`src/apb_pkg.sv`:
```
package apb_pkg;

    typedef logic [31:0] addr_t;
    typedef logic [31:0] data_t;
    typedef logic [3:0]  strb_t;
    typedef logic [2:0]  prot_t;
    typedef logic [31:0] delay_count_t;  // Fixed point, delay_frac_bits of fraction

    // Stretcher timing
    localparam int delay_frac_bits = 10;
    localparam int delay_ratio = 9;
    localparam delay_count_t delay_step = delay_count_t'(delay_ratio) << delay_frac_bits;

    // Memory slave
    localparam int sram_wait_states = 2;
    localparam int sram_wait_bits = $clog2(sram_wait_states + 1);
    localparam addr_t sram_base = 32'h0000_0000;
    localparam int sram_words = 256;
    localparam int sram_index_bits = $clog2(sram_words);
    localparam addr_t sram_bytes = addr_t'(sram_words * 4);

    // Register slave
    localparam addr_t regs_base = 32'h0001_0000;
    localparam addr_t regs_bytes = 32'h0000_1000;
    localparam int regs_scratch_count = 4;
    localparam int regs_scratch_bits = $clog2(regs_scratch_count);
    localparam addr_t regs_id_offset = 32'h0000_0010;
    localparam data_t regs_id_value = 32'h4150_4231;

    typedef logic [sram_index_bits-1:0]   sram_index_t;
    typedef logic [sram_wait_bits-1:0]    sram_wait_t;
    typedef logic [regs_scratch_bits-1:0] scratch_index_t;

    typedef struct packed {
        addr_t paddr;
        prot_t pprot;   // Carried but not checked
        logic  pwrite;
        data_t pwdata;
        strb_t pstrb;
    } apb_req_t;

    typedef struct packed {
        logic  pready;
        data_t prdata;
        logic  pslverr;
    } apb_rsp_t;

    typedef enum logic [1:0] {
        delayer_idle,
        delayer_active,
        delayer_delay
    } delayer_state_t;

    typedef enum logic [1:0] {
        sram_idle,
        sram_wait,
        sram_done
    } sram_state_t;

endpackage

```
`src/apb_decoder.sv`:
```
`timescale 1ns/1ps

module apb_decoder (
    input  logic              psel,
    input  apb_pkg::apb_req_t req,
    output logic              sram_sel,
    output logic              regs_sel,
    input  apb_pkg::apb_rsp_t sram_rsp,
    input  apb_pkg::apb_rsp_t regs_rsp,
    output apb_pkg::apb_rsp_t rsp
);

    apb_pkg::addr_t sram_offset;
    apb_pkg::addr_t regs_offset;
    logic           hit_sram;
    logic           hit_regs;

    // Offsets wrap below the base, so one compare covers both ends
    assign sram_offset = req.paddr - apb_pkg::sram_base;
    assign regs_offset = req.paddr - apb_pkg::regs_base;

    assign hit_sram = sram_offset < apb_pkg::sram_bytes;
    assign hit_regs = regs_offset < apb_pkg::regs_bytes;

    assign sram_sel = psel && hit_sram;
    assign regs_sel = psel && hit_regs;

    always_comb begin
        rsp = '0;
        if (sram_sel) begin
            rsp = sram_rsp;
        end else if (regs_sel) begin
            rsp = regs_rsp;
        end else if (psel) begin
            // Unmapped address
            rsp.pready = 1'b1;
            rsp.pslverr = 1'b1;
        end
    end

    always_comb begin
        select_exclusive: assert final (!(sram_sel && regs_sel))
            else $error("Both slave selects high");
    end

endmodule

```
`config.mk`:
```
export PLATFORM = sky130hd
export DESIGN_NAME = apb_decoder
export DESIGN_NICKNAME = d
export VERILOG_FILES = /design/src/apb_pkg.sv /design/src/apb_decoder.sv
export SDC_FILE = /design/constraint.sdc
export NUM_CORES = 1
export LEC_CHECK = 0
export BUFFER_PORTS_ARGS = -buffer_cell sky130_fd_sc_hd__buf_2
export CAP_MARGIN = 20
export CORE_AREA = 2 2 69 71
export DETAILED_ROUTE_END_ITERATION = 16
export DIE_AREA = 0 0 71 73
export MAX_ROUTING_LAYER = met4
export SLEW_MARGIN = 15
export SYNTH_ARGS = -nofsm -noshare
export SYNTH_HDL_FRONTEND = slang
export SYNTH_SLANG_ARGS = --single-unit
```
`constraint.sdc`:
```
create_clock -name vclk -period 3.07
set_clock_uncertainty 0.05 [all_clocks]
set_input_delay 0.1535 -clock vclk [all_inputs]
set_output_delay 0.1535 -clock vclk [all_outputs]
set_load 0.1 [all_outputs]
```
======== Yosys cells after proc, flatten, opt, wreduce, memory -nomap -nowiden ========
Index checks and enable logic that the tools add are counted.
storage, ports and cells
  register bits ........................... 0
  input bits .............................. 141
  output and inout port bits .............. 36
  logic and storage cells ................. 10
cells by class
  add/sub/neg operators ................... 1
  magnitude comparators ................... 2
  multiplexer cells ....................... 5
  reduce and logical (&&, ||, !) cells .... 2
operator list
  cell                      count
  $mux W34                  1
  $lt A32 B11 Y1 const B    1
  $lt A32 B13 Y1 const B    1
  $mux W32                  1
  $sub A32 B17 Y32 const B  1
  $mux W1                   3
  $logic_and A1 B1 Y1       2

======== Depth between registers and ports, before layout ========
  depth after elaboration ................. 5
  gate-level depth with buffers ........... 6
  depth with buffers taken out ............ 4

======== Worst setup path before layout ========
Ideal clock, no wire load.
  path kind ............................... in2out
  start ................................... input port psel
  end ..................................... output port rsp[33] (netlist bit)
  arrival ................................. 2261 ps
  required time ........................... 2866 ps
  path slack .............................. 606 ps
  stages .................................. 5
  path buffers ............................ 1
  path through ............................ nor4b_2 and4_1 buf_4 nand2b_1 o211ai_1
RTL lines
  what             line               text
  start, declared  apb_decoder.sv:4   input logic psel,
  end, declared    apb_decoder.sv:10  output apb_pkg::apb_rsp_t rsp

==> reports/qor.yml <==
worstPathMaxFanout: 24
crit_type: "primary input to primary output"
grt_max_degree: 25
hp-class: "primary input to primary output"
worst_pin_slew_ns: 0.491
synth_top_cells_by_area: "a22oi_1 (41%), nor2_1 (21%), buf_6 (13%)"
drt_pass1_iterations: 4
synth_top_family_by_area: "compound AO/OA/AOI/OAI gates"
ant_nets: 0
slew_viol_final: 0
area_delta_synth_final_pct: 109
floorplan.initialDensity: 0.131
tns_ns: 0
antenna_found_initial: 2
regArea_um2: 0
p_leak_uw: 0.000641
synth_nets: 237
fin_crit_ns: 2.11
post-route-util: 0.274
io_buffers: 127
dieHeight_um: 73
fmax_mhz: 473
rsz0062_at_grt: "false"
design.seq.count: 0
overflow: 0
top_layer: "met3"
status: "finished, final reports clean"
netlist_instances: 96
end_kind: "primary output"
avgSynthCellArea_um2: 6.18
drc: 0
power_uw: 73.4
dp_hpwl_um: 2470
layoutNonFillerInstCount: 273
die_area_um2: 5180
dp.cells: 271
core_area_um2: 4540
finalHoldViolCount: 0
finalCritPeriodShare: 0.688
synth-adder-area-share: 0
cellPowerDensity_nw_per_um2: 59.1
layout-drive-gt1-share: 0.613
synth_mux_area_frac: 0
synth_top_area_share: 0.405
synthSimpleGateAreaFrac: 0.405
hold_depth: 4
drt-met1-wl_um: 1080
n_clock_buffer: 0
yosysWarnings: 0
synthXorXnorAreaFrac: 0
worstHoldEndpoint: "rsp[0]"
synth_top_area_cell: "a22oi_1"
wl_per_cell_um: 10.6
via_per_inst: 4.34
ys_top_cells_by_count: "nor2_1 (33), a22oi_1 (32), buf_6 (7)"
finalInstanceArea_um2: 1240
setup_viol: 0
syn_area_um2: 593
synth_compound_area_frac: 0.430
die_w_um: 71
crit_required_ns: 2.87
start_kind: "primary input"
rows: 25
num_vias: 1184
grt_pass1_vias: 928
ys_seq_area_frac: 0
grt_pass1_wl_um: 4180
cts_resized: 0
crit_arrival_ns: 1.91
drt_iter0_drc: 61
wl_um: 2880
yosysUniqueCellTypes: 16
nNetsFinal: 360
min-delay-start: "regs_rsp[0]"
cap_violations: 0
ctsHoldBuffers: 0
vdd_drop_max_uv: 16.6
cts_setup_buffers: 0
place_congestion: 0.664
maxSlewHeadroom: 0.675
place_area_um2: 1240
synth.most_common_cell: "nor2_1"
io_pins: 177
track_usage: 0.0968
wl_met3_um: 395
dr_wl_met2_um: 1400
cells by family (layout without fill, tap and decap cells):
kind of cell,Yosys count,count (layout)
AND/OR/NAND/NOR,51,51
AO/OA/AOI/OAI,34,34
buffers and inverters,11,132
other,0,2
metal layers:
metal | track usage | vias to the layer above
met5 | - | -
met4 | 0 | 0
met3 | 0.0318 | 0
met2 | 0.186 | 72
met1 | 0.103 | 503
li1 | - | 609
cell usage in the layout, fill, tap and decap left out, types with 2 or more instances in the layout:
master | netlist | layout
a22oi_1 | 32 | 32
nor4_1 | 2 | 2
buf_2 | 0 | 127
nor2_1 | 33 | 33
buf_4 | 1 | 5
nor3_1 | 3 | 3
and4_1 | 2 | 2
diode_2 | 0 | 2
o211ai_1 | 2 | 2
nor2b_1 | 2 | 2
and2_1 | 2 | 2
nand3_1 | 3 | 3
layout make-up:
class / instances / area (µm²)
fillers: 516 / 3290
multi-input cells: 85 / 495
repair buffers: 132 / 673
diodes: 2 / 5.00
well taps: 54 / 67.6
power by group:
part           internal, µW  switching [µW]
Combinational          43.8            29.6
Sequential                0               0
Clock             0.0000871               0
Total                  43.8            29.6
worst max-delay path, stage by stage:
cell	delay [ns]
buf_2	0.10
nor4_1	0.31
nand3_1	0.40
buf_4	0.36
nor2_1	0.14
buf_2	0.44
through the flow:
| step | setup WS [ns] | hold WS, ns |
|---|---|---|
| floorplan | 0.606 | 0.769 |
| global placement | 0.868 | 0.782 |
| detailed placement | 0.873 | 0.781 |
| CTS | 0.873 | 0.782 |
| global route | 0.744 | 0.806 |
| finish | 0.957 | 0.773 |
how the worst max path moves through the flow:
stage,cells past startpoint,start,end
6_report,6,req[60],rsp[1]
3_3_place_gp,6,req[60],rsp[1]
5_1_grt,6,req[60],rsp[1]
4_1_cts,6,req[60],rsp[1]
3_5_place_dp,6,req[60],rsp[1]
2_1_floorplan,5,psel,rsp[33]
Power figures use the tool's default switching activity.
