$ cat src/apb_pkg.sv
package apb_pkg;

    typedef logic [31:0] addr_t;
    typedef logic [31:0] data_t;
    typedef logic [3:0]  strb_t;
    typedef logic [2:0]  prot_t;
    typedef logic [31:0] delay_count_t;  // Fixed point, delay_frac_bits of fraction

    // Stretcher timing
    localparam int delay_frac_bits = 10;
    localparam int delay_ratio = 9;
    localparam delay_count_t delay_step = delay_count_t'(delay_ratio) << delay_frac_bits;

    // Memory slave
    localparam int sram_wait_states = 2;
    localparam int sram_wait_bits = $clog2(sram_wait_states + 1);
    localparam addr_t sram_base = 32'h0000_0000;
    localparam int sram_words = 256;
    localparam int sram_index_bits = $clog2(sram_words);
    localparam addr_t sram_bytes = addr_t'(sram_words * 4);

    // Register slave
    localparam addr_t regs_base = 32'h0001_0000;
    localparam addr_t regs_bytes = 32'h0000_1000;
    localparam int regs_scratch_count = 4;
    localparam int regs_scratch_bits = $clog2(regs_scratch_count);
    localparam addr_t regs_id_offset = 32'h0000_0010;
    localparam data_t regs_id_value = 32'h4150_4231;

    typedef logic [sram_index_bits-1:0]   sram_index_t;
    typedef logic [sram_wait_bits-1:0]    sram_wait_t;
    typedef logic [regs_scratch_bits-1:0] scratch_index_t;

    typedef struct packed {
        addr_t paddr;
        prot_t pprot;   // Carried but not checked
        logic  pwrite;
        data_t pwdata;
        strb_t pstrb;
    } apb_req_t;

    typedef struct packed {
        logic  pready;
        data_t prdata;
        logic  pslverr;
    } apb_rsp_t;

    typedef enum logic [1:0] {
        delayer_idle,
        delayer_active,
        delayer_delay
    } delayer_state_t;

    typedef enum logic [1:0] {
        sram_idle,
        sram_wait,
        sram_done
    } sram_state_t;

endpackage

$ cat src/apb_regs.sv
`timescale 1ns/1ps

module apb_regs (
    input  logic              clock,
    input  logic              reset,
    input  logic              sel,
    input  logic              penable,
    input  apb_pkg::apb_req_t req,
    output apb_pkg::apb_rsp_t rsp
);

    apb_pkg::data_t         scratch [apb_pkg::regs_scratch_count];
    apb_pkg::addr_t         offset;
    apb_pkg::addr_t         word_offset;
    apb_pkg::scratch_index_t scratch_index;
    logic                   access;
    logic                   is_scratch;
    logic                   is_id;

    assign offset = req.paddr - apb_pkg::regs_base;
    assign word_offset = offset >> 2;
    assign scratch_index = word_offset[apb_pkg::regs_scratch_bits-1:0];
    assign access = sel && penable;

    assign is_scratch = word_offset < apb_pkg::addr_t'(apb_pkg::regs_scratch_count);
    assign is_id = word_offset == (apb_pkg::regs_id_offset >> 2);

    always_ff @(posedge clock) begin
        if (reset) begin
            for (int i = 0; i < apb_pkg::regs_scratch_count; i++) begin
                scratch[i] <= '0;
            end
        end else if (access && req.pwrite && is_scratch) begin
            for (int lane = 0; lane < 4; lane++) begin
                if (req.pstrb[lane]) begin
                    scratch[scratch_index][8*lane +: 8] <= req.pwdata[8*lane +: 8];
                end
            end
        end
    end

    always_comb begin
        rsp = '0;
        rsp.pready = access;  // No wait states
        if (is_scratch) begin
            rsp.prdata = scratch[scratch_index];
        end else if (is_id) begin
            rsp.prdata = apb_pkg::regs_id_value;
            rsp.pslverr = access && req.pwrite;  // Identifier is read only
        end else begin
            rsp.pslverr = access;
        end
    end

endmodule

$ cat config.mk
export PLATFORM = sky130hd
export DESIGN_NAME = apb_regs
export DESIGN_NICKNAME = d
export VERILOG_FILES = /design/src/apb_pkg.sv /design/src/apb_regs.sv
export SDC_FILE = /design/constraint.sdc
export NUM_CORES = 1
export LEC_CHECK = 0
export BUFFER_PORTS_ARGS = -buffer_cell sky130_fd_sc_hd__buf_2
export CORE_MARGIN = 1.5
export CORE_UTILIZATION = 55
export CTS_BUF_LIST = sky130_fd_sc_hd__clkbuf_8 sky130_fd_sc_hd__clkbuf_16
export CTS_CLUSTER_DIAMETER = 150
export DETAILED_ROUTE_END_ITERATION = 10
export MAX_ROUTING_LAYER = met4
export PLACE_DENSITY = 0.79
export REMOVE_ABC_BUFFERS = 1
export SYNTH_ARGS = -nofsm -noshare
export SYNTH_HDL_FRONTEND = slang
export SYNTH_SLANG_ARGS = --single-unit
$ cat constraint.sdc
create_clock -name clock -period 3.7 [get_ports clock]
set_clock_uncertainty 0.05 [all_clocks]
set_input_delay 0.37 -clock clock [delete_from_list [all_inputs] [get_ports clock]]
set_output_delay 0.37 -clock clock [all_outputs]
set_load 0.01 [all_outputs]
== Word level (Yosys, flattened, before mapping) ==
Memories as Yosys holds them, arrays and structs flattened.
Cells that the tools add are included.
Storage, ports and cells
  register bits: 0
  bits in writable memories: 128
  output and inout port bits: 34
  memories: 1
Memory list
  scratch: words 4, bits a word 32, rd ports 1, clocked after Yosys merged registers in 0, write ports 4, RTL line apb_regs.sv:12  | apb_pkg::data_t scratch [apb_pkg::regs_scratch_count];
Cells by class
  add/subtract/negate cells: 1
  $lt $le $gt $ge: 1
  equal/unequal tests: 1
  mux-type cells: 25
  reductions and logical operators: 4
Operators by type and width (count)
  $mux 32: 2
  $reduce_or 32->1: 1
  $sub 32x17->32 const B: 1
  $mux 31: 1
  $eq 30x3->1 const B: 1
  $lt 30x3->1 const B: 1
  $mux 1: 20
  $mux 4: 1
  $logic_and 1x1->1: 3
  $mux 2: 1

== Longest topological paths before layout ==
  word-level depth: 8
  depth in mapped cells: 7
  gate-level depth less buffers: 5

== Worst setup path after synthesis ==
OpenSTA, ideal clock, no wires.
  kind: input to register
  start: input req[63] (netlist name)
  end: memory scratch[2][16] (netlist name) (enable)
  setup time: 398 ps
  arrival: 2424 ps
  data required time: 3252 ps
  path slack: 828 ps
  stages on the path: 5
  buffers on the path: 0
  cell sequence: or3_1 > nand3b_1 > nor3_4 > nand2_4 > o41ai_1
RTL lines
  start: declaration: RTL line apb_regs.sv:8  | input apb_pkg::apb_req_t req,
  end: declaration: RTL line apb_regs.sv:12

==> impl_metrics.env <==
export IMPL_via_count=4164
export IMPL_synth_edf_count=128
export IMPL_final_setup_tns_ps=0
export IMPL_largest_register="scratch"
export IMPL_regArea_um2=3840
export IMPL_hpwl_um=8630
export IMPL_netlist_instances=462
export IMPL_post_dp_cell_area_um2=6790
export IMPL_yosysSeqAreaShare_pct=63.5
export IMPL_ys_warn_count=0
export IMPL_holdCritStartpoint="req[20]"
export IMPL_htreeDepth=4
export IMPL_run_status="completed"
export IMPL_area_growth_pct=20.4
export IMPL_max_freq_mhz=372
export IMPL_drt_wl_total_um=13800
export IMPL_cts_root_buf="clkbuf_8"
export IMPL_ys_flop_type="edfxtp_1"
export IMPL_p_per_area_nw_per_um2=454
export IMPL_worstMarginPinSlew_ps=942
export IMPL_synthesis_area_um2=6050
export IMPL_grt_pass1_wl_um=21200
export IMPL_ctsHoldBuffers=0
export IMPL_final_setup_viol_count=0
export IMPL_nets=652
export IMPL_core_area_um2=10800
export IMPL_rsz0062_at_grt="false"
export IMPL_synth_simple_area_share_pct=18.6
export IMPL_period_needed_ps=2680
export IMPL_hp_class="in -> reg"
export IMPL_multi_input_area_um2=2020
export IMPL_gp_congestion=0.851
export IMPL_layout_commonest_cell="edfxtp_1"
export IMPL_final_cell_mix="edfxtp_1 (128), buf_2 (104), nor2_1 (103)"
export IMPL_critPathKind="in -> out"
export IMPL_grt_max_degree=38
export IMPL_drt_iter0_markers=334
export IMPL_cp_max_fo=10
export IMPL_min_delay_worst_endpoint="scratch[3][16]"
export IMPL_postLayoutCellArea_um2=7280
export IMPL_final_max_slew_viol_count=0
export IMPL_overflow=0
export IMPL_antenna_cells=0
export IMPL_endpoint_kind="primary output"
export IMPL_utilization_pct=67.5
export IMPL_largest_register_ffs=128
export IMPL_clk_pin_slew_worst_paths_ps=50
export IMPL_die_w_um=108
export IMPL_ys_types=32
export IMPL_io_buffers=104
export IMPL_grtUsageTotal_pct=26.1
export IMPL_synthXorXnorAreaFrac_pct=0
export IMPL_cts_tree="built"
export IMPL_ioPinCount=110
export IMPL_start_util_pct=56.0
export IMPL_ctsResizeCount=0
export IMPL_wl_per_cell_um=19.0
export IMPL_max_vdd_ir_drop_mv=0.286
export IMPL_drive_gt1_share_pct=32.4
export IMPL_syn_avg_cell_area_um2=13.1
export IMPL_arrival_ps=2260
export IMPL_cp_start_kind="input pin"
export IMPL_synthMuxAreaShare_pct=11.9
export IMPL_fin_crit_sh_pct=72.6
export IMPL_cts_setup_buffers=0
export IMPL_clkSinkCount=128
export IMPL_cp_required_ps=3280
export IMPL_avgViaCountPerCell=5.74
export IMPL_n_fill_cell=753
export IMPL_clockBufferDepth=2
export IMPL_synth_compound_area_share_pct=2.79
export IMPL_whs_path_depth=2
export IMPL_top_regs="scratch (128)"
export IMPL_synthAdderAreaFrac_pct=0
export IMPL_die_area_um2=11600
export IMPL_relSlewSlack_pct=37.2
export IMPL_p_total_w=0.00331
export IMPL_power_leakage_nw=2.87
export IMPL_numCtsBuffers=17
export IMPL_ys_ff_latch=128
export IMPL_die_h_um=108
export IMPL_async_flop_share_pct=0
export IMPL_antenna_found_initial=0
export IMPL_grt_pass1_vias=4219
export IMPL_drtPass1Iterations=7
export IMPL_synth_top_family_by_area="simple AND/OR/NAND/NOR gates"
export IMPL_rows=38
export IMPL_cap_viol_max_count=0
export IMPL_antenna_left=0
export IMPL_drcViolationCount=0
export IMPL_hold_viol=0
## routing by layer
metal	up-vias	GRT usage (%)	part of all wire, %
li1	1918	-	-
met1	1990	29.9	36
met2	242	46.0	54
met3	14	4.60	9.2
met4	0	9.77	1.4
met5	-	-	0
## critical path: stages
cell      delay [ps]
buf_2            100
nor4_1           270
nand4_1          310
nor3_4           390
nand4b_2         340
o211a_1          340
buf_2            140
## cells in the mapped netlist (5+ instances only)
cell type	number	area (µm²)
nand4_1	5	31.3
nor4_1	7	43.8
o21ai_0	13	65.1
nor2_1	103	387
and3_1	23	144
edfxtp_1	128	3840
buf_2	8	40.0
and2_1	33	206
mux4_2	32	721
clkbuf_1	22	82.6
inv_1	11	41.3
nand2_1	41	154
## metrics by stage
step / hold slack, ps / std cells / setup slack [ps]
after floorplan: 518 / 429 / 476
after global placement: 612 / 697 / 1010
after detailed placement: 617 / 697 / 980
after CTS: 75.5 / 726 / 990
after global routing: 90.5 / 726 / 865
final: 99.3 / 726 / 1020
## worst max-delay path by stage
stage                        from              to  slack, ps  cells past startpoint
final                     req[71]          rsp[0]       1020                      7
after CTS                 req[42]         rsp[12]        990                      5
after detailed placement  req[59]  scratch[1][31]        980                      7
after global placement    req[42]         rsp[12]       1010                      5
after floorplan           req[63]  scratch[2][16]        480                      5
after global routing      req[62]          rsp[0]        860                      7
## layout make-up
type                       count  share of cell area [%]
tap                          140                    2.41
timing repair buffer         128                    9.62
sequential                   128                    52.8
clock buffer                  17                    5.69
clock inverter                12                    1.12
inverter                      12                   0.618
multi-input combinational    289                    27.8
## power breakdown
part | internal (W) | switching, W
Combinational | 0.000109 | 0.000126
Sequential | 0.00166 | 0.0000183
Clock | 0.000856 | 0.000535
## cell families (layout without fill, tap and decap cells)
family / count (synthesis) / count (layout)
compound gates: 27 / 27
buf+inv: 45 / 169
flops: 128 / 128
mux: 32 / 32
simple gates: 230 / 230
Note: power is estimated with default switching activity, not from simulation.
