<file path="src/apb_pkg.sv">
package apb_pkg;

    typedef logic [31:0] addr_t;
    typedef logic [31:0] data_t;
    typedef logic [3:0]  strb_t;
    typedef logic [2:0]  prot_t;
    typedef logic [31:0] delay_count_t;  // Fixed point, delay_frac_bits of fraction

    // Stretcher timing
    localparam int delay_frac_bits = 10;
    localparam int delay_ratio = 9;
    localparam delay_count_t delay_step = delay_count_t'(delay_ratio) << delay_frac_bits;

    // Memory slave
    localparam int sram_wait_states = 2;
    localparam int sram_wait_bits = $clog2(sram_wait_states + 1);
    localparam addr_t sram_base = 32'h0000_0000;
    localparam int sram_words = 256;
    localparam int sram_index_bits = $clog2(sram_words);
    localparam addr_t sram_bytes = addr_t'(sram_words * 4);

    // Register slave
    localparam addr_t regs_base = 32'h0001_0000;
    localparam addr_t regs_bytes = 32'h0000_1000;
    localparam int regs_scratch_count = 4;
    localparam int regs_scratch_bits = $clog2(regs_scratch_count);
    localparam addr_t regs_id_offset = 32'h0000_0010;
    localparam data_t regs_id_value = 32'h4150_4231;

    typedef logic [sram_index_bits-1:0]   sram_index_t;
    typedef logic [sram_wait_bits-1:0]    sram_wait_t;
    typedef logic [regs_scratch_bits-1:0] scratch_index_t;

    typedef struct packed {
        addr_t paddr;
        prot_t pprot;   // Carried but not checked
        logic  pwrite;
        data_t pwdata;
        strb_t pstrb;
    } apb_req_t;

    typedef struct packed {
        logic  pready;
        data_t prdata;
        logic  pslverr;
    } apb_rsp_t;

    typedef enum logic [1:0] {
        delayer_idle,
        delayer_active,
        delayer_delay
    } delayer_state_t;

    typedef enum logic [1:0] {
        sram_idle,
        sram_wait,
        sram_done
    } sram_state_t;

endpackage

</file>
<file path="src/apb_delayer.sv">
`timescale 1ns/1ps

module apb_delayer (
    input  logic              clock,
    input  logic              reset,
    input  apb_pkg::apb_req_t in_req,
    input  logic              in_psel,
    input  logic              in_penable,
    output apb_pkg::apb_rsp_t in_rsp,
    output apb_pkg::apb_req_t out_req,
    output logic              out_psel,
    output logic              out_penable,
    input  apb_pkg::apb_rsp_t out_rsp
);

    apb_pkg::delayer_state_t state;
    apb_pkg::delay_count_t   delay_count;
    apb_pkg::data_t          held_prdata;
    logic                    held_pslverr;
    logic                    pass_through;

    assign out_req = in_req;

    // Downstream sees nothing once the response is captured or being returned
    assign pass_through = (state != apb_pkg::delayer_delay) && !in_rsp.pready;
    assign out_psel = in_psel && pass_through;
    assign out_penable = in_penable && pass_through;

    always_ff @(posedge clock) begin
        if (reset) begin
            state <= apb_pkg::delayer_idle;
        end else begin
            case (state)
                apb_pkg::delayer_idle: begin
                    if (in_psel && !in_penable) begin  // Setup cycle
                        state <= apb_pkg::delayer_active;
                    end
                end
                apb_pkg::delayer_active: begin
                    if (out_rsp.pready) begin
                        state <= apb_pkg::delayer_delay;
                    end
                end
                apb_pkg::delayer_delay: begin
                    if (delay_count == '0) begin
                        state <= apb_pkg::delayer_idle;
                    end
                end
                default: state <= apb_pkg::delayer_idle;
            endcase
        end
    end

    always_ff @(posedge clock) begin
        if (reset) begin
            delay_count <= '0;
        end else if (state == apb_pkg::delayer_active) begin
            if (!out_rsp.pready) begin
                delay_count <= delay_count + apb_pkg::delay_step;
            end else begin
                delay_count <= delay_count >> apb_pkg::delay_frac_bits;  // Whole cycles
            end
        end else if (state == apb_pkg::delayer_delay && delay_count != '0) begin
            delay_count <= delay_count - 1'b1;
        end
    end

    always_ff @(posedge clock) begin
        if (state == apb_pkg::delayer_active && out_rsp.pready) begin
            held_prdata <= out_rsp.prdata;
            held_pslverr <= out_rsp.pslverr;
        end
    end

    always_ff @(posedge clock) begin
        if (reset) begin
            in_rsp <= '0;
        end else if (state == apb_pkg::delayer_delay && delay_count == '0) begin
            in_rsp.pready <= 1'b1;
            in_rsp.prdata <= held_prdata;
            in_rsp.pslverr <= held_pslverr;
        end else begin
            in_rsp <= '0;
        end
    end

    upstream_ready_pulse: assert property (@(posedge clock) disable iff (reset)
        in_rsp.pready |=> !in_rsp.pready)
        else $error("Upstream pready held for more than one cycle");

    counter_no_wrap: assert property (@(posedge clock) disable iff (reset)
        (state == apb_pkg::delayer_active && !out_rsp.pready)
        |-> delay_count <= ~apb_pkg::delay_count_t'(0) - apb_pkg::delay_step)
        else $error("Stretch counter about to wrap");

endmodule

</file>
<file path="config.mk">
export PLATFORM = sky130hd
export DESIGN_NAME = apb_delayer
export DESIGN_NICKNAME = d
export VERILOG_FILES = /design/src/apb_pkg.sv /design/src/apb_delayer.sv
export SDC_FILE = /design/constraint.sdc
export NUM_CORES = 1
export LEC_CHECK = 0
export BUFFER_PORTS_ARGS = -buffer_cell sky130_fd_sc_hd__buf_2
export CORE_UTILIZATION = 52
export CTS_CLUSTER_DIAMETER = 60
export DETAILED_ROUTE_END_ITERATION = 16
export GPL_ROUTABILITY_DRIVEN = 0
export PLACE_DENSITY_LB_ADDON = 0.08
export SLEW_MARGIN = 30
export SYNTH_ARGS = -nofsm -noshare
export SYNTH_HDL_FRONTEND = slang
export SYNTH_SLANG_ARGS = --single-unit
</file>
<file path="constraint.sdc">
create_clock -name clock -period 5 [get_ports clock]
set_clock_uncertainty 0.15 [all_clocks]
set_input_delay 0 -clock clock [delete_from_list [all_inputs] [get_ports clock]]
set_output_delay 0 -clock clock [all_outputs]
set_load 0.05 [all_outputs]
</file>
## After elaboration in Yosys (flattened, before gate mapping)

Cells that the tools add are included.

| word-level totals | value |
|---|---|
| bits in registers | 101 |
| output and inout port bits | 108 |
| input bits | 110 |
| logic and storage cells | 39 |

| cells by class | value |
|---|---|
| add/subtract/negate cells | 2 |
| eq/ne operators | 6 |
| bitwise gates (word level) | 1 |
| muxes and demuxes | 8 |
| reduce and logical (&&, ||, !) cells | 15 |

Operators with widths:

| operator | count |
|---|---|
| 32-bit 2-to-1 mux | 3 |
| 34-bit 2-to-1 mux | 1 |
| 32-bit by 14-bit adder with 32-bit output, second input constant | 1 |
| 32-bit logical NOT | 1 |
| 32-bit nonzero test | 1 |
| 32-bit by 1-bit subtractor with 32-bit output, second input constant | 1 |
| 2-bit != test, second input constant | 4 |
| 1-bit logical AND | 7 |
| 2-bit 2-to-1 mux | 3 |
| 2-bit one-hot mux with 3 select lines | 1 |
| 3-bit AND reduction | 1 |
| 2-bit by 1-bit == test with 1-bit output, second input constant | 1 |
| 2-bit == test, second input constant | 1 |
| 1-bit logical NOT | 2 |
| 2-bit logical NOT | 1 |
| 2-bit nonzero test | 1 |
| 2-bit OR reduction | 1 |
| 1-bit NOT | 1 |

## Longest topological paths before layout

Gate-level depths: netlist (run 1).

| depth | value |
|---|---|
| word-level depth | 4 |
| gate-level depth with buffers | 11 |
| depth with buffers taken out | 8 |

## Worst setup path before layout (run 1)

OpenSTA, ideal clock, no wires.

| timing path | value |
|---|---|
| path type | reg2reg |
| start point | register delay_count[0] |
| end point | register in_rsp[12] in the netlist's numbering |
| clock period less this slack | 2.796 ns |
| setup slack | 2.204 ns |
| library setup time | 0.059 ns |
| buffers on the path | 2 |
| arrival time | 2.587 ns |
| data required time | 4.791 ns |
| cell stages (with the launch flop) | 10 |
| path through | dfxtp_1 -> inv_1 -> ha_1 -> or3b_1 -> buf_2 -> or4_4 -> or3_4 -> nor4_4 -> buf_6 -> and2_1 |

| on the way | value |
|---|---|
| longest elaborated chain between the ends | 4 |

Ends and longest elaborated chain:

| item | RTL line | RTL |
|---|---|---|
| from (decl) | apb_delayer.sv:17 | `apb_pkg::delay_count_t delay_count;` |
| from (signal assigned) | apb_delayer.sv:59 | `delay_count <= delay_count + apb_pkg::delay_step;` |
| from (signal assigned) | apb_delayer.sv:61 | `delay_count <= delay_count >> apb_pkg::delay_frac_bits;` |
| from (signal assigned) | apb_delayer.sv:64 | `delay_count <= delay_count - 1'b1;` |
| 32-bit logical NOT | apb_delayer.sv:78 | `end else if (state == apb_pkg::delayer_delay && delay_count == '0) begin` |
| 1-bit logical AND | apb_delayer.sv:78 |  |
| 1-bit NOT (no line) | - |  |
| 2-bit OR reduction (no line) | - |  |
| to (decl) | apb_delayer.sv:9 | `output apb_pkg::apb_rsp_t in_rsp,` |

No other way between the ends.
A chain may end at the register's enable or synchronous reset.

## Worst setup path in the final report (run 1)

| timing path | value |
|---|---|
| start point | register delay_count[0] |
| end point | register delay_count[20] |

| on the way | value |
|---|---|
| longest elaborated chain between the ends | 3 |
| elaborated cells on any way between the ends | 8 |
| those cells by class | add/sub (2); mux (3); reduce/logical (3) |

Ends and longest elaborated chain:

| item | RTL line | RTL |
|---|---|---|
| 32-bit by 1-bit subtractor with 32-bit output, or another cell as far along | apb_delayer.sv:64 |  |
| 32-bit 2-to-1 mux, or another cell as far along | apb_delayer.sv:63 | `end else if (state == apb_pkg::delayer_delay && delay_count != '0) begin` |
| 32-bit 2-to-1 mux / 2-bit nonzero test (equally long branches) | - |  |

Parallel ways exist; a longest one is shown, timed or not. The select of a mux whose other input is x is not followed.

==> qor.yml, run 1 <==
status:
  status: "completed"
clocking:
  clock-root-buffer: "clkbuf_8"
  clockBufferDepth: 2
  cts_tree: "built"
  clock_sinks: 101
  cts_buffers: 9
  htreeDepth: 3
  clock_latency_ps: 380
  clk_pin_slew_ps: 120
synthesis:
  synthCells: 552
  synth_cell_types: 63
  ys_ff_latch: 101
  synth_edf_count: 33
  synthArstFlopShare_pct: 0
  synth_nets: 665
  synth_top_area_share_pct: 26.5
  seq_area_frac_synth_pct: 45.8
  syn_area_um2: 5130
  synthTopCellsByArea: "dfxtp_1 27%, edfxtp_1 19%, buf_4 11%"
  yosysWarningCount: 0
  synth.avg_cell_area_um2: 9.30
  yosys.area.top_type: "dfxtp_1"
  synth_top_flop_cell: "dfxtp_1"
sta:
  setup_slack_ps: 1620
  hold_violations: 0
  tns_ps: 0
  fin_crit_sh_pct: 67.5
  drv_slew: 0
  clock.fmax_ghz: 0.296
  final.min_clock_period_ps: 3380
  slew_headroom_pct: 37.3
  grt_setup_unrepaired: "no"
  setup_violations: 0
  tightest_slew_ps: 934
pwr:
  power_frac_clock_pct: 15.3
  seq_power_share_pct: 32.3
  combPwrFrac_pct: 52.4
  leakage_nw: 2.48
  p_int_mw: 1.81
  p_switching_mw: 1.71
  peakVddDrop_v: 0.000303
  p_sw_share_pct: 48.5
  cellPowerDensity_nw_per_um2: 560
critical_path:
  worstSetupPathType: "flip-flop to flip-flop"
  crit_path_max_fanout: 8
  critPathArrivalTime_ps: 3510
  worstPathRequired_ps: 5130
  crit_path_end_kind: "flip-flop"
  startpoint_type: "flip-flop"
detailed_routing:
  drt_iter0_drc: 486
  vias: 4617
  routed_wl_mm: 14.3
  vias_per_cell: 5.97
  dr.pass1.iters: 6
  drc: 0
  wire_per_inst_um: 18.5
  ant_nets: 0
die:
  core_um2: 9420
  dieArea_um2: 10300
  rows: 35
  design.portCount: 218
  fp.dieH_um: 101
  die_x_um: 101
  initial_core_util_pct: 54.5
placed_design:
  dp_slack_ps: 1700
  port_buffers: 73
  dp_cells: 650
  place_hpwl_mm: 9.05
grt:
  grt_pass1_vias: 4303
  grt_pass1_wl_mm: 22.0
  grt_max_degree: 34
  grt_antenna_before_repair: 0
  grt_overflow_total: 0
  grt_usage_pct: 27.8
finish:
  final_nets: 752
  drive_above_1_share_pct: 16.0
  area.growth.synth_to_final_pct: 22.5
  nFillCells: 742
  finalNonFillerCells: 773
  diodes: 0
min_path:
  min-delay-path-class: "input port to flip-flop"
flow_run:
  cap_violations: 0
## synthesized netlist by cell type, types with 8 or more instances
cell and n:
nand4_1 8, edfxtp_1 33, o21ai_0 18, and2_1 34, nor3_1 20, clkbuf_1 33
nor4_1 14, dfxtp_1 68, a31oi_1 13, nor2_1 30, a21oi_1 31, nand2_1 28
inv_1 9, buf_4 72, nand3_1 19
## layout by cell type, fill, tap and decap left out, types with 8 or more instances in the layout
| master | instances |
|---|---|
| nor4_1 | 14 |
| and2_1 | 34 |
| clkbuf_8 | 9 |
| dlygate4sd3_1 | 107 |
| a31oi_1 | 13 |
| edfxtp_1 | 33 |
| o21ai_0 | 18 |
| nor3_1 | 20 |
| nor2_1 | 30 |
| nand3_1 | 19 |
| nand4_1 | 8 |
| dfxtp_1 | 68 |
| buf_2 | 73 |
| a21oi_1 | 31 |
| nand2_1 | 28 |
| inv_1 | 9 |
## power groups by stage
| stage | Combinational (mW) | Sequential [mW] | Clock, mW |
|---|---|---|---|
| 2_1_floorplan | 1.43 | 1.07 | 0 |
| 3_3_place_gp | 1.61 | 1.14 | 0 |
| 3_5_place_dp | 1.59 | 1.15 | 0 |
| 4_1_cts | 1.78 | 1.13 | 0.550 |
| 5_1_grt | 1.97 | 1.16 | 0.585 |
| 6_report | 1.84 | 1.14 | 0.539 |
## metrics by stage
step           utilization (%)  power (mW)  hold WS [ps]  area (um^2)
2_1_floorplan                -        2.51         -51.1         5130
3_3_place_gp              53.1        2.75          -150         5000
3_5_place_dp              53.1        2.73          -150         5000
4_1_cts                   66.8        3.46          19.6         6290
5_1_grt                   66.8        3.72          56.4         6290
6_report                  66.8        3.52          33.4         6290
## flip-flops by register name, indices dropped and copies added (netlist names)
name and cells:
held_prdata 32, delay_count 32, state 2, held_pslverr 1, in_rsp 34
## worst paths after layout
check / cells past startpoint / startpoint / slack (ps) / to
worst max-delay path: 8 / delay_count[0] / 1620 / delay_count[20]
worst min-delay path: 2 / reset / 30 / delay_count[14]
worst max register to register: 8 / delay_count[0] / 1620 / delay_count[20]
worst min register to register: 1 / held_prdata[9] / 300 / in_rsp[10]
## cells by family after synthesis
family / share of synthesized area (%)
adders and majority gates: 0.731
xor gates and xnor gates: 1.36
and+or+nand+nor: 21.2
AOI/OAI and AO/OA: 16.2
DFF: 45.8
buffers and inverters: 14.4
muxes: 0.219
## area by class of cell
type | count | area, um^2 | area share [%]
sequential | 101 | 2350 | 37.4
timing repair buffer | 186 | 1480 | 23.6
tap | 129 | 161 | 2.57
clock buffer | 9 | 124 | 1.97
clock inverter | 7 | 91.3 | 1.45
inverter | 9 | 33.8 | 0.537
multi-input combinational | 332 | 2050 | 32.5
## repair_timing
action	4_1_cts	5_1_grt
endpoints found under the hold margin	106	0
buffers inserted	0	0
gates resized for setup	0	0
hold buffers	107	0
## worst max-delay path: stages, from the launching register on
cell     delay [ps]
dfxtp_1         370
inv_1            90
ha_1            200
or3b_1          500
nor4_1          430
nand3_1         260
a21oi_1         730
nor2_1          270
a32o_1          290
## routing by layer
layer	global-route usage, %	vias up	share of wire, %	routed length [um]
met5	0	-	0	0
met4	9.48	0	1.9	270
met3	5.66	33	9.5	1370
li1	-	2115	-	-
met2	47.3	340	49	7030
met1	35.2	2129	39	5640
Note: power is estimated with default switching activity, not from simulation.
==> run 2: changes to the inputs <==
--- a/config.mk
+++ b/config.mk
@@ -5,8 +5,9 @@
 export SDC_FILE = /design/constraint.sdc
 export NUM_CORES = 1
 export LEC_CHECK = 0
+export ABC_AREA = 1
 export BUFFER_PORTS_ARGS = -buffer_cell sky130_fd_sc_hd__buf_2
-export CORE_UTILIZATION = 52
+export CORE_UTILIZATION = 45
 export CTS_CLUSTER_DIAMETER = 60
 export DETAILED_ROUTE_END_ITERATION = 16
 export GPL_ROUTABILITY_DRIVEN = 0
==> constraint.sdc (replaced) <==
create_clock -name clock -period 2.7 [get_ports clock]
set_clock_uncertainty 0.15 [all_clocks]
set_input_delay 0 -clock clock [delete_from_list [all_inputs] [get_ports clock]]
set_output_delay 0 -clock clock [all_outputs]
set_load 0.05 [all_outputs]
==> qor.yml, run 2 <==
status:
  status: "completed"
synthesis:
  yosysMostFrequentCell: "nand2_1"
  synthTopCellsByArea: "dfxtp_1 24%, edfxtp_1 18%, nand2_1 11%"
  synth_nets: 886  # +33%
  ys_ff_latch: 101  # unchanged
  yosysWarningCount: 0  # unchanged
  synth_edf_count: 33  # unchanged
  yosys.area.top_type: "dfxtp_1"
  synth.avg_cell_area_um2: 7.20  # -23%
  synth_commonest_cells: "157 x nand2_1, 153 x nor2_1, 92 x inv_1"
  synthArstFlopShare_pct: 0  # unchanged
  synthCells: 773  # +40%
  synth_cell_types: 35  # -44%
  seq_area_frac_synth_pct: 42.3  # -3.5 points
  syn_area_um2: 5560  # +8.4%
  synth_top_flop_cell: "dfxtp_1"
  synth_top_area_share_pct: 24.5  # -2.1 points
finish:
  final_cell_mix: "157 x nand2_1, 153 x nor2_1, 108 x dlygate4sd3_1"
  layout_commonest_cell: "nand2_1"
  drive_above_1_share_pct: 13.5  # -2.5 points
  final_cell_area_um2: 6950  # +11%
  top_register: "in_rsp"
  diodes: 0  # unchanged
  area.growth.synth_to_final_pct: 24.9
  largest_reg_flops: 34  # unchanged
  top_regs: "in_rsp: 34 flops, delay_count: 32 flops, held_prdata: 32 flops"
  final_nets: 997  # +33%
critical_path:
  critPathMaxStageDelay_ps: 390  # -340 ps
  cp_cell_sequence: "inv_1 -> ha_1 -> nand2_2 -> nor2_4 -> nand2_2 -> o21ai_4 -> buf_4 -> nand2_1 -> clkinv_1 -> nor2_1 -> nor2_1"
  cp_top_family: "simple AND/OR/NAND/NOR gates"
  critPathArrivalTime_ps: 2460  # -1050 ps
  crit_path_max_fanout: 12  # +4
  cp_num_buf_inv: 3  # +2
  crit_path_end_kind: "flip-flop"
  worstPathRequired_ps: 2800  # -2330 ps
  slowest_stage: "dfxtp_1"
  worstSetupPathType: "flip-flop to flip-flop"
  startpoint_type: "flip-flop"
pwr:
  peakVddDrop_v: 0.000318  # +4.9%
  cellPowerDensity_nw_per_um2: 666  # +19%
  leakage_nw: 3.32  # +34%
die:
  rows: 40  # +14%
  die_x_um: 113  # +12%
  dieArea_um2: 12800  # +25%
  initial_core_util_pct: 46.3  # -8.2 points
  core_um2: 12000  # +28%
  design.portCount: 218  # unchanged
  fp.dieH_um: 113  # +12%
detailed_routing:
  drt_iter0_drc: 442  # -9.1%
  ant_nets: 0  # unchanged
  vias: 5260  # +14%
  wire_per_inst_um: 15.1  # -18%
  routed_wl_mm: 15.7  # +9.6%
  drc: 0  # unchanged
  dr.pass1.iters: 5  # -1
  vias_per_cell: 5.08  # -15%
sta:
  setup_violations: 0  # unchanged
  slew_headroom_pct: 56.3  # +19 points
  clock.fmax_ghz: 0.423  # +43%
  tns_ps: 0  # unchanged
  final.min_clock_period_ps: 2360  # -1010 ps
  hold_violations: 0  # unchanged
  tightest_slew_ps: 654  # -280 ps
  grt_setup_unrepaired: "no"
  fin_crit_sh_pct: 87.6  # +20 points
  drv_slew: 0  # unchanged
grt:
  grt_pass1_vias: 4881  # +13%
  grt_overflow_total: 0  # unchanged
  grt_usage_pct: 24.5  # -3.3 points
  grt_antenna_before_repair: 0  # unchanged
  grt_max_degree: 35  # +2.9%
  grt_pass1_wl_mm: 24.4  # +11%
clocking:
  cts_tree: "built"
  ctsResizeCount: 0  # unchanged
  clk_pin_slew_ps: 80  # -40 ps
  clock-root-buffer: "clkbuf_16"
  clockBufferDepth: 2  # unchanged
  clock_latency_ps: 360  # -20 ps
  clock_sinks: 101  # unchanged
  cts_buffers: 9  # unchanged
  htreeDepth: 3  # unchanged
placed_design:
  dpl_cell_area_um2: 5540  # +11%
  port_buffers: 73  # unchanged
  place_hpwl_mm: 10.6  # +17%
min_path:
  min-delay-path-class: "input port to flip-flop"
flow_run:
  cap_violations: 0  # unchanged
-- run 2: changes by cell type in the layout (fill, tap and decap cells not counted), sizes merged, moves of 15 or more --
cell   previous run  this run
nand2            28       162
nor2             30       162
inv              11        96
and2             34         1
o21ai            21        50
nand3            19        42
nor4             15         0
-- run 2: repair_timing --
item                                   CTS  global route
hold buffers                           108             0
endpoints found under the hold margin  114             0
buffers inserted                         0             0
-- run 2: per-stage QoR --
| stage | instances | setup WS [ps] | util (%) | total power [mW] | hold slack [ps] |
|---|---|---|---|---|---|
| floorplan | 773 | 799 | - | 2.89 | -51.1 |
| global placement | 912 | 452 | 46.1 | 2.91 | -150 |
| detailed placement | 912 | 381 | 46.1 | 2.91 | -150 |
| CTS | 1036 | 366 | 57.9 | 4.66 | 27.3 |
| global route | 1036 | 160 | 57.9 | 4.90 | 60.3 |
| finish | 1036 | 335 | 57.9 | 4.63 | 42.7 |
-- run 2: cell families (layout without fill, tap and decap cells) --
| kind of cell | Yosys count | count (layout) | synth area share, % |
|---|---|---|---|
| and+or+nand+nor | 389 | 389 | 29.3 |
| buffers and inverters | 189 | 305 | 18.3 |
| DFF | 101 | 101 | 42.3 |
| AOI/OAI and AO/OA | 82 | 82 | 8.03 |
| xor gates and xnor gates | 9 | 9 | 1.42 |
| adders and majority gates | 3 | 3 | 0.675 |
-- run 2: routing by layer --
metal	track usage, %	vias to the layer above	share of wire, %
li1	-	2577	-
met5	0	-	0
met2	41.8	263	47
met4	9.12	0	2.3
met1	31.1	2394	43
met3	3.96	26	7.6
-- run 2: layout make-up --
cell class / count / area [um^2]
inverters: 97 / 364
clock inverters: 7 / 103
multi-input cells: 483 / 2190
clock buffers: 9 / 225
fillers: 1106 / 5060
repair buffers: 192 / 1530
flip-flops and latches: 101 / 2350
well taps: 147 / 184
-- run 2: final timing paths --
path / to / depth (start not counted) / startpoint / slack [ps]
setup / recovery: delay_count[4] / 11 / delay_count[10] / 340
hold / removal: delay_count[18] / 6 / out_rsp[33] / 40
setup reg to reg: delay_count[4] / 11 / delay_count[10] / 340
hold reg to reg: in_rsp[24] / 2 / held_prdata[23] / 310
-- run 2: tightest hold or removal path: stages --
cell     delay [ps]
buf_2           160
inv_1            50
a21oi_1         140
nor3_1           50
o21ai_0          60
nand2_1          50
-- run 2: power breakdown --
group | switching (mW) | internal [mW] | leakage, nW | total, mW
combinational | 1.01 | 0.495 | 2.31 | 1.51
clock | 0.645 | 0.751 | 0.159 | 1.40
sequential | 0.0940 | 1.64 | 0.851 | 1.73
==> run 3: changes to the inputs <==
--- a/config.mk
+++ b/config.mk
@@ -7,7 +7,7 @@
 export LEC_CHECK = 0
 export ABC_AREA = 1
 export BUFFER_PORTS_ARGS = -buffer_cell sky130_fd_sc_hd__buf_2
-export CORE_UTILIZATION = 45
+export CORE_UTILIZATION = 49
 export CTS_CLUSTER_DIAMETER = 60
 export DETAILED_ROUTE_END_ITERATION = 16
 export GPL_ROUTABILITY_DRIVEN = 0
==> constraint.sdc (replaced) <==
create_clock -name clock -period 2.5 [get_ports clock]
set_clock_uncertainty 0.15 [all_clocks]
set_input_delay 0 -clock clock [delete_from_list [all_inputs] [get_ports clock]]
set_output_delay 0 -clock clock [all_outputs]
set_load 0.05 [all_outputs]
==> qor.yml, run 3 (synthesis gave the netlist of run 2 again) <==
status:
  status: "completed"
finish:
  diodes: 0  # unchanged
  area.growth.synth_to_final_pct: 25.4
  final_cell_mix: "157 x nand2_1, 153 x nor2_1, 108 x dlygate4sd3_1"
  largest_reg_flops: 34  # unchanged
  layout_commonest_cell: "nand2_1"
  drive_above_1_share_pct: 13.7  # +0.19 points
  top_register: "in_rsp"
  final_nets: 999  # +0.20%
  top_regs: "in_rsp: 34 flops, delay_count: 32 flops, held_prdata: 32 flops"
  finalNonFillerCells: 1031  # -0.48%
grt:
  grt_pass1_wl_mm: 24.0  # -1.8%
  grt_pass1_vias: 4897  # +0.33%
  grt_overflow_total: 0  # unchanged
  grt_usage_pct: 26.6  # +2.1 points
  grt_antenna_before_repair: 0  # unchanged
  grt_max_degree: 35  # unchanged
sta:
  grt_setup_unrepaired: "no"
  slew_headroom_pct: 63.4  # +7.1 points
  final.min_clock_period_ps: 2200  # -162 ps
  tns_ps: 0  # unchanged
  hold_violations: 0  # unchanged
  setup_violations: 0  # unchanged
  clock.fmax_ghz: 0.454  # +7.4%
  fin_crit_sh_pct: 88.1  # +0.51 points
  tightest_slew_ps: 547  # -107 ps
  drv_slew: 0  # unchanged
critical_path:
  worstSetupPathType: "flip-flop to flip-flop"
  critPathMaxStageDelay_ps: 400  # about the same
  crit_path_max_fanout: 34  # +22
  r2r_end: "in_rsp[27]"
  critPathArrivalTime_ps: 2320  # -140 ps
  r2r_cells: 9  # -2
  worstPathRequired_ps: 2620  # -180 ps
  crit_path_end_kind: "flip-flop"
  slowest_stage: "nand3b_4"
  startpoint_type: "flip-flop"
  worstSetupStartpoint: "delay_count[0]"
  reg2reg_setup_slack_ps: 300  # -40 ps
  endpoint: "in_rsp[27]"
  cp_cell_sequence: "inv_1 -> ha_1 -> nand2_2 -> nor2_4 -> nand2_1 -> nor3_1 -> nand3_1 -> nand3b_4 -> nor2_1"
  r2r_start: "delay_count[0]"
pwr:
  peakVddDrop_v: 0.000719  # +130%
  cellPowerDensity_nw_per_um2: 716  # +7.4%
  leakage_nw: 3.34  # +0.58%
clocking:
  clockBufferDepth: 2  # unchanged
  cts_setup_buffers: 0  # unchanged
  clock-root-buffer: "clkbuf_16"
  cts_buffers: 9  # unchanged
  cts_tree: "built"
  clock_sinks: 101  # unchanged
  clock_latency_ps: 350  # about the same
  htreeDepth: 3  # unchanged
  clk_pin_slew_ps: 80  # about the same
detailed_routing:
  vias_per_cell: 5.11  # +0.68%
  vias: 5270  # +0.19%
  routed_wl_mm: 15.3  # -2.2%
  ant_nets: 0  # unchanged
  drc: 0  # unchanged
  drt_iter0_drc: 422  # -4.5%
  wire_per_inst_um: 14.9  # -1.7%
  dr.pass1.iters: 5  # unchanged
die:
  design.portCount: 218  # unchanged
  dieArea_um2: 11800  # -8.0%
  rows: 38  # -5.0%
  core_um2: 10900  # -9.0%
  initial_core_util_pct: 50.9  # +4.6 points
  die_x_um: 109  # -4.1%
  fp.dieH_um: 109  # -4.1%
placed_design:
  port_buffers: 73  # unchanged
  place_hpwl_mm: 10.3  # -2.2%
  dp_cells: 907  # -0.55%
min_path:
  whs_path_depth: 6  # unchanged
  min-delay-path-class: "input port to flip-flop"
flow_run:
  cap_violations: 0  # unchanged
[run 3: cell types whose count changed in the layout (fill, tap and decap cells not counted), sizes merged]
| cell | delta |
|---|---|
| buf | +2 |
| clkinv | -2 |
| clkbuf | +3 |
| bufinv | -1 |
[run 3: repair_timing]
action,CTS,global route
hold endpoints to repair,112,0
gates resized for setup,0,0
hold buffers,108,0
[run 3: final cells by class]
type,instances,area (um^2)
clock buffers,12,289
clock inverters,4,45.0
fillers,971,3960
inverters,97,364
multi-input cells,483,2190
flip-flops and latches,101,2350
well taps,140,175
repair buffers,194,1560
[run 3: worst min path at each step]
stage | start | end
after floorplan | out_rsp[1] | held_prdata[0]
after global placement | in_req[15] | out_req[15]
after detailed placement | in_req[15] | out_req[15]
after CTS | out_rsp[33] | delay_count[18]
after global routing | out_rsp[33] | delay_count[14]
final | out_rsp[33] | delay_count[18]
[run 3: stage by stage]
step	area [um^2]	worst slack, ps	utilization (%)	hold WS [ps]	power, mW
after floorplan	5560	599	-	-51.1	3.12
after global placement	5560	451	50.9	-150	3.13
after detailed placement	5560	336	50.9	-150	3.15
after CTS	6980	320	63.8	22.5	5.00
after global routing	6980	6.30	63.8	64.0	5.27
final	6980	298	63.8	40.8	4.99
[run 3: critical path: cells and delay by family (launching register included)]
family                     cells  cell delay (ps)
and+or+nand+nor                7             1350
adders and majority gates      1              240
buffers and inverters          1               70
DFF                            1              320
[run 3: layer usage]
layer	track usage, %	up-vias	part of all wire, %
met4	9.46	0	2.5
met5	0	-	0
met1	32.6	2379	42
li1	-	2590	-
met2	44.5	266	48
met3	7.47	35	7.7
[run 3: where the power goes]
group	internal (mW)	switching, mW
clock	0.845	0.650
sequential	1.77	0.0980
combinational	0.540	1.09
